**src/periph_defines.svh**
```systemverilog
// Address map, GPIO register layout and reset values for the peripheral wrapper
`ifndef PERIPH_DEFINES_SVH
`define PERIPH_DEFINES_SVH

// Host bus widths
`define PERI_ADDR_W 11
`define PERI_DATA_W 32

// Address bit 10 selects the simple space
`define PERI_SIMPLE_BIT 10
// User slots are 64-byte windows in bits 9:6
`define PERI_USER_SLOT_LSB 6
// Simple slots are 16-byte windows in bits 7:4
`define PERI_SIMPLE_SLOT_LSB 4
`define PERI_NUM_SLOTS 16

// Slot numbers within the user space
`define PERI_SLOT_GPIO 1
`define PERI_SLOT_UART 2

// GPIO block
`define GPIO_NUM_PINS 8
`define GPIO_OFS_OUT 6'h00
`define GPIO_OFS_IN 6'h04
// Function select bank at 0x20..0x3c, pin index in offset bits 4:2
`define GPIO_FSEL_BASE_BIT 5
`define GPIO_FSEL_W 5

// Access code for an idle read or write port
`define ACC_NONE 2'b11

`endif

```
**src/bus_pkg.sv**
```systemverilog
// Types of the host peripheral bus between the core and the wrapper
`include "periph_defines.svh"

package bus_pkg;

    // Peripheral address from the core
    typedef logic [`PERI_ADDR_W-1:0] addr_t;

    typedef logic [`PERI_DATA_W-1:0] data_t;

    // 11 none, 00 byte, 01 halfword, 10 word
    typedef logic [1:0] acc_t;

    typedef logic [$clog2(`PERI_NUM_SLOTS)-1:0] slot_t;
    typedef logic [`PERI_NUM_SLOTS-1:0] slot_sel_t;

    // Register offset inside one 64-byte user window
    typedef logic [`PERI_USER_SLOT_LSB-1:0] reg_ofs_t;

endpackage

```
**src/gpio_pkg.sv**
```systemverilog
// Types of the GPIO pins and their output function selects
`include "periph_defines.svh"

package gpio_pkg;

    // One bit per PMOD pin
    typedef logic [`GPIO_NUM_PINS-1:0] pins_t;

    // Bit 4 picks the simple space, bits 3:0 the slot in that space
    typedef logic [`GPIO_FSEL_W-1:0] fsel_t;

endpackage

```
**src/gpio_regs.sv**
```systemverilog
// GPIO block with output register, input readback and per-pin function selects
`include "periph_defines.svh"

module gpio_regs
    import bus_pkg::*;
    import gpio_pkg::*;
(
    input  logic     clk,
    input  logic     rst_n,
    input  reg_ofs_t i_ofs,
    input  data_t    i_wdata,
    input  acc_t     i_write_n,
    input  pins_t    i_ui_in,
    output data_t    o_rdata,
    output pins_t    o_uo_out
);

    localparam int PIN_IDX_W = $clog2(`GPIO_NUM_PINS);

    // Select value that routes a pin to this block's output register
    localparam fsel_t FSEL_GPIO = fsel_t'(`PERI_SLOT_GPIO);
    localparam fsel_t FSEL_UART = fsel_t'(`PERI_SLOT_UART);

    pins_t                gpio_out_q;
    fsel_t                fsel_q [`GPIO_NUM_PINS];
    logic                 wr_en;
    logic                 fsel_hit;
    logic [PIN_IDX_W-1:0] pin_idx;

    assign wr_en = (i_write_n != `ACC_NONE);

    // Word-aligned accesses in the upper half of the window
    assign fsel_hit = i_ofs[`GPIO_FSEL_BASE_BIT] && (i_ofs[1:0] == 2'b00);
    assign pin_idx  = i_ofs[2 +: PIN_IDX_W];

    always_ff @(posedge clk) begin
        if (!rst_n) begin
            gpio_out_q <= '0;
        end else if (wr_en && i_ofs == `GPIO_OFS_OUT) begin
            gpio_out_q <= i_wdata[`GPIO_NUM_PINS-1:0];
        end
    end

    // Pins 0 and 1 come out of reset on the old UART slot
    always_ff @(posedge clk) begin
        if (!rst_n) begin
            for (int i = 0; i < `GPIO_NUM_PINS; i++) begin
                fsel_q[i] <= (i < 2) ? FSEL_UART : FSEL_GPIO;
            end
        end else if (wr_en && fsel_hit) begin
            fsel_q[pin_idx] <= i_wdata[`GPIO_FSEL_W-1:0];
        end
    end

    // Read mux, unused offsets return zero
    always_comb begin
        o_rdata = '0;
        if (i_ofs == `GPIO_OFS_OUT) begin
            o_rdata[`GPIO_NUM_PINS-1:0] = gpio_out_q;
        end else if (i_ofs == `GPIO_OFS_IN) begin
            o_rdata[`GPIO_NUM_PINS-1:0] = i_ui_in;
        end else if (fsel_hit) begin
            o_rdata[`GPIO_FSEL_W-1:0] = fsel_q[pin_idx];
        end
    end

    // Any source other than user slot 1 is absent and drives low
    always_comb begin
        for (int i = 0; i < `GPIO_NUM_PINS; i++) begin
            o_uo_out[i] = (fsel_q[i] == FSEL_GPIO) ? gpio_out_q[i] : 1'b0;
        end
    end

endmodule

```
**src/periph_decode.sv**
```systemverilog
// Address decoder that selects a user slot and muxes read data and ready
`include "periph_defines.svh"

module periph_decode
    import bus_pkg::*;
(
    input  addr_t     i_addr,
    input  data_t     i_gpio_rdata,
    output slot_sel_t o_user_sel,
    output data_t     o_rdata_src,
    output logic      o_ready_src
);

    logic  simple_space;
    slot_t user_slot;
    logic  gpio_hit;

    assign simple_space = i_addr[`PERI_SIMPLE_BIT];
    assign user_slot    = i_addr[`PERI_USER_SLOT_LSB +: $bits(slot_t)];

    // One-hot select, all clear while the simple space is addressed
    always_comb begin
        o_user_sel = '0;
        if (!simple_space) begin
            o_user_sel[user_slot] = 1'b1;
        end
    end

    assign gpio_hit = o_user_sel[`PERI_SLOT_GPIO];

    // Only the GPIO slot is populated, every other slot reads as zero
    always_comb begin
        o_rdata_src = '0;
        if (gpio_hit) begin
            o_rdata_src = i_gpio_rdata;
        end
    end

    // GPIO and the empty slots all answer in the same cycle
    assign o_ready_src = 1'b1;

endmodule

```
**src/read_buffer.sv**
```systemverilog
// Read hold register that keeps peripheral data until the core has taken it
`include "periph_defines.svh"

module read_buffer
    import bus_pkg::*;
(
    input  logic  clk,
    input  logic  rst_n,
    input  acc_t  i_read_n,
    input  data_t i_rdata_src,
    input  logic  i_ready_src,
    input  logic  i_read_complete,
    output data_t o_data_out,
    output logic  o_read_ready
);

    logic  read_req;
    logic  capture;
    logic  hold_q;
    logic  ready_q;
    data_t data_q;

    assign read_req = (i_read_n != `ACC_NONE);

    // New data is only taken while nothing is held for the core
    assign capture = read_req && i_ready_src && !hold_q;

    always_ff @(posedge clk) begin
        if (!rst_n) begin
            hold_q  <= 1'b0;
            ready_q <= 1'b0;
        end else begin
            if (i_read_complete) begin
                hold_q <= 1'b0;
            end
            if (capture) begin
                hold_q <= 1'b1;
            end
            // Ready follows the registered data by design
            ready_q <= read_req && i_ready_src;
        end
    end

    always_ff @(posedge clk) begin
        if (capture) begin
            data_q <= i_rdata_src;
        end
    end

    assign o_data_out   = data_q;
    assign o_read_ready = ready_q;

endmodule

```
**src/tinyqv_periph_top.sv**
```systemverilog
// Peripheral wrapper top connecting the core bus to the decoder, GPIO and read buffer
`include "periph_defines.svh"

module tinyqv_periph_top
    import bus_pkg::*;
    import gpio_pkg::*;
(
    input  logic  clk,
    input  logic  rst_n,
    input  pins_t i_ui_in,
    output pins_t o_uo_out,
    input  addr_t i_addr,
    input  data_t i_data_in,
    input  acc_t  i_data_write_n,
    input  acc_t  i_data_read_n,
    output data_t o_data_out,
    output logic  o_data_ready,
    input  logic  i_data_read_complete
);

    slot_sel_t user_sel;
    data_t     gpio_rdata;
    data_t     rdata_src;
    logic      ready_src;
    logic      read_ready;
    acc_t      gpio_write_n;

    periph_decode u_decode (
        .i_addr       (i_addr),
        .i_gpio_rdata (gpio_rdata),
        .o_user_sel   (user_sel),
        .o_rdata_src  (rdata_src),
        .o_ready_src  (ready_src)
    );

    // Writes reach GPIO only while its slot is addressed
    assign gpio_write_n = i_data_write_n | {2{~user_sel[`PERI_SLOT_GPIO]}};

    gpio_regs u_gpio (
        .clk       (clk),
        .rst_n     (rst_n),
        .i_ofs     (i_addr[`PERI_USER_SLOT_LSB-1:0]),
        .i_wdata   (i_data_in),
        .i_write_n (gpio_write_n),
        .i_ui_in   (i_ui_in),
        .o_rdata   (gpio_rdata),
        .o_uo_out  (o_uo_out)
    );

    read_buffer u_rbuf (
        .clk             (clk),
        .rst_n           (rst_n),
        .i_read_n        (i_data_read_n),
        .i_rdata_src     (rdata_src),
        .i_ready_src     (ready_src),
        .i_read_complete (i_data_read_complete),
        .o_data_out      (o_data_out),
        .o_read_ready    (read_ready)
    );

    // Writes are acknowledged in the cycle they are presented
    assign o_data_ready = read_ready || (i_data_write_n != `ACC_NONE);

endmodule
```
**config.mk**
```make
export PLATFORM = sky130hd
export DESIGN_NAME = tinyqv_periph_top
export DESIGN_NICKNAME = d
export VERILOG_FILES = /design/src/bus_pkg.sv /design/src/gpio_pkg.sv /design/src/gpio_regs.sv /design/src/periph_decode.sv /design/src/read_buffer.sv /design/src/tinyqv_periph_top.sv
export VERILOG_INCLUDE_DIRS = /design/src
export SDC_FILE = /design/constraint.sdc
export NUM_CORES = 1
export LEC_CHECK = 0
export ABC_AREA = 1
export BUFFER_PORTS_ARGS = -buffer_cell sky130_fd_sc_hd__clkbuf_2
export CAP_MARGIN = 20
export CORE_MARGIN = 10
export CORE_UTILIZATION = 40
export CTS_CLUSTER_DIAMETER = 200
export CTS_CLUSTER_SIZE = 14
export DETAILED_ROUTE_END_ITERATION = 12
export GPL_TIMING_DRIVEN = 0
export PLACE_DENSITY = 0.65
export SETUP_SLACK_MARGIN = 0.1
export SYNTH_ARGS = -nofsm -noshare
export SYNTH_HDL_FRONTEND = slang
export SYNTH_SLANG_ARGS = --single-unit
```
**constraint.sdc**
```tcl
create_clock -name clk -period 1.8 [get_ports clk]
set_input_delay 0.09 -clock clk [delete_from_list [all_inputs] [get_ports clk]]
set_output_delay 0.09 -clock clk [all_outputs]
set_load 0.01 [all_outputs]
```
==> impl_metrics.yaml <==
outcome:
  outcome: "finished, final reports clean"
grt:
  grt_pass1_wl_mm: 12.68
  antenna_found_initial: 0
  grt_max_degree: 11
  first_global_vias: 2563
  grt_overflow_total: 0
  grtUsageTotal: 0.1414
power:
  power_density_nw_per_um2: 824.8
  internal_power_uw: 2390
  ir_worst_vdd_mv: 0.3970
  swShare: 0.2315
  pwr-share-clk: 0.397
  seqPwrFrac: 0.495
  p_switching_uw: 720.1
  p_leak_uw: 0.001724
  comb_power_share: 0.108
run:
  cap_violations: 0
sta:
  fin_crit_ns: 1.505
  tns_ns: 0
  fmax_mhz: 664.4
  hold_violations: 0
  fin_hold_ws_ns: 0.01076
  fin_ws_ns: 0.2949
  skew_ns: 0.005491
  worst_slew_pin_slew_ns: 0.8596
  setup_viol: 0
  drv_slew: 0
  rsz0062_at_grt: "false"
  fin_crit_sh: 0.8362
  relSlewSlack: 0.4269
die:
  io_pins: 99
  start_util: 0.4165
  die_area_um2: 11530
  core_um2: 7331
  rows: 31
  die_y_um: 107.4
  die_w_um: 107.4
cells_and_area:
  area_growth_pct: 23.52
  final_area_um2: 3771
  final_common_cell: "nand2_1"
  fill_cells: 711
  diodes: 0
  layout.nets: 503
  layout_common_cells: "nand2_1, nor2_1, clkbuf_2"
  drive_above_1_share: 0.2267
placed_design:
  post-dp-hpwl_mm: 6.418
  place_area_um2: 3503
  port_buffers: 48
  place.gp.congestion: 0.9784
  place_ws_ns: -0.04231
routing:
  drtPass1Iterations: 4
  wirelength_mm: 8.057
  ant_nets: 0
  routed.top_layer: "met4"
  wl_met3_um: 911
  wl_met1_mm: 3.301
  via_count: 2583
  route.detailed.drc: 0
  met2WireLength_mm: 3.666
  wl_per_cell_um: 14.68
  first_iter_violations: 179
  via_per_inst: 4.705
synthesis:
  netlist_area_um2: 3053
  syn_inst: 357
  postSynthAreaPerCell_um2: 8.552
  synth_seq_cells: 58
  synth_cell_types: 25
  synth_warnings: 0
  synth-seq-area-share: 0.5377
clocking:
  cts_root_buf: "clkbuf_8"
  h-tree-depth: 3
  insertion_delay_ns: 0.34
  clk_pin_slew_ns: 0.06
  cts_tree: "yes"
  post_cts_resized: 0
  clock-sinks: 58
  cts_buffers: 9
  clockBufferDepth: 2
setup_path:
  cp-start-kind: "register"
  crit_path_max_fanout: 2
  required_ns: 1.71
  crit_arrival_ns: 1.42
  critical_path_class: "reg -> out"
  end_kind: "output pin"
worst_hold_path:
  hold_path.class: "in -> reg"
registers in the layout, summed over array words and instances, names as in the netlist:
name and count:
u_rbuf.o_data_out 8, u_rbuf.o_read_ready 1, u_rbuf.hold_q 1, u_gpio.fsel_q 40, u_gpio.gpio_out_q 8
what timing repair did:
| item | CTS | global route |
|---|---|---|
| endpoints found under the hold margin | 5 | 0 |
| setup endpoints to repair | 0 | 0 |
| setup buffers | 0 | 0 |
| hold buffers | 6 | 0 |
final cells by class:
cell class	instances	area (µm²)	share of cell area
multi-input combinational	250	1131	0.2999
clock inverter	2	35.03	0.009290
timing repair buffer	54	300.3	0.07963
clock buffer	14	172.7	0.04579
inverter	40	150.1	0.03981
buffer	32	216.5	0.05740
tap	99	123.9	0.03285
sequential	58	1642	0.4353
critical path: stages (launching register included):
cell	delay [ns]
edfxtp_1	0.41
nor2_1	0.13
nand3b_1	0.08
nor3b_1	0.26
clkbuf_2	0.20
per-stage QoR:
| stage | power, µW | util | instances |
|---|---|---|---|
| detailed placement | 1889 | 0.4779 | 527 |
| floorplan | 1773 | - | 380 |
| global route | 3231 | 0.5144 | 549 |
| finish | 3110 | 0.5144 | 549 |
| global placement | 1884 | 0.4779 | 527 |
| CTS | 3136 | 0.5144 | 549 |
cell families after synthesis:
logic type | count (synthesis) | synth area share
flip-flops | 58 | 0.5377
buffers and inverters | 72 | 0.1201
other | 1 | 0.001228
AND/OR/NAND/NOR | 192 | 0.2844
AO/OA/AOI/OAI | 34 | 0.05656
final timing paths:
| check | from | to | slack (ns) | cells past startpoint |
|---|---|---|---|---|
| max | u_gpio.fsel_q[5][3]$_SDFFCE_PN0P_ | o_uo_out[5] | 0.29 | 4 |
| min | i_data_in[2] | u_gpio.gpio_out_q[2]$_SDFFE_PN0P_ | 0.01 | 3 |
| max reg2reg | u_rbuf.hold_q$_SDFFE_PN0P_ | u_rbuf.o_data_out[5]$_SDFFCE_PP0P_ | 0.46 | 1 |
| min reg2reg | u_gpio.gpio_out_q[6]$_SDFFE_PN0P_ | u_gpio.gpio_out_q[6]$_SDFFE_PN0P_ | 0.55 | 2 |
Yosys cell counts, drive strengths merged:
library cell	n	area share
conb	1	0.0012
clkinv	1	0.0012
clkbuf	4	0.0053
dfxtp	10	0.066
nor2	65	0.089
or2	1	0.0021
nand3	43	0.072
o21ai	14	0.023
edfxtp	48	0.47
nand4	7	0.014
nor3b	3	0.0074
nand3b	3	0.0074
nand2	64	0.079
a21oi	19	0.031
o21a	1	0.0025
nor3	6	0.014
buf	28	0.066
inv	39	0.048
power groups by stage:
| stage | clock [µW] | sequential (µW) | combinational [µW] |
|---|---|---|---|
| after floorplan | 0 | 1570 | 204 |
| after global placement | 0 | 1570 | 318 |
| after detailed placement | 0 | 1570 | 319 |
| after CTS | 1260 | 1540 | 331 |
| after global routing | 1310 | 1550 | 371 |
| final | 1230 | 1540 | 335 |
per-layer routing:
layer	track usage	up-vias
met5	0	-
met2	0.2251	115
met1	0.1613	1141
met3	0.05629	17
met4	0.07156	0
li1	-	1310
Power figures use the tool's default switching activity.
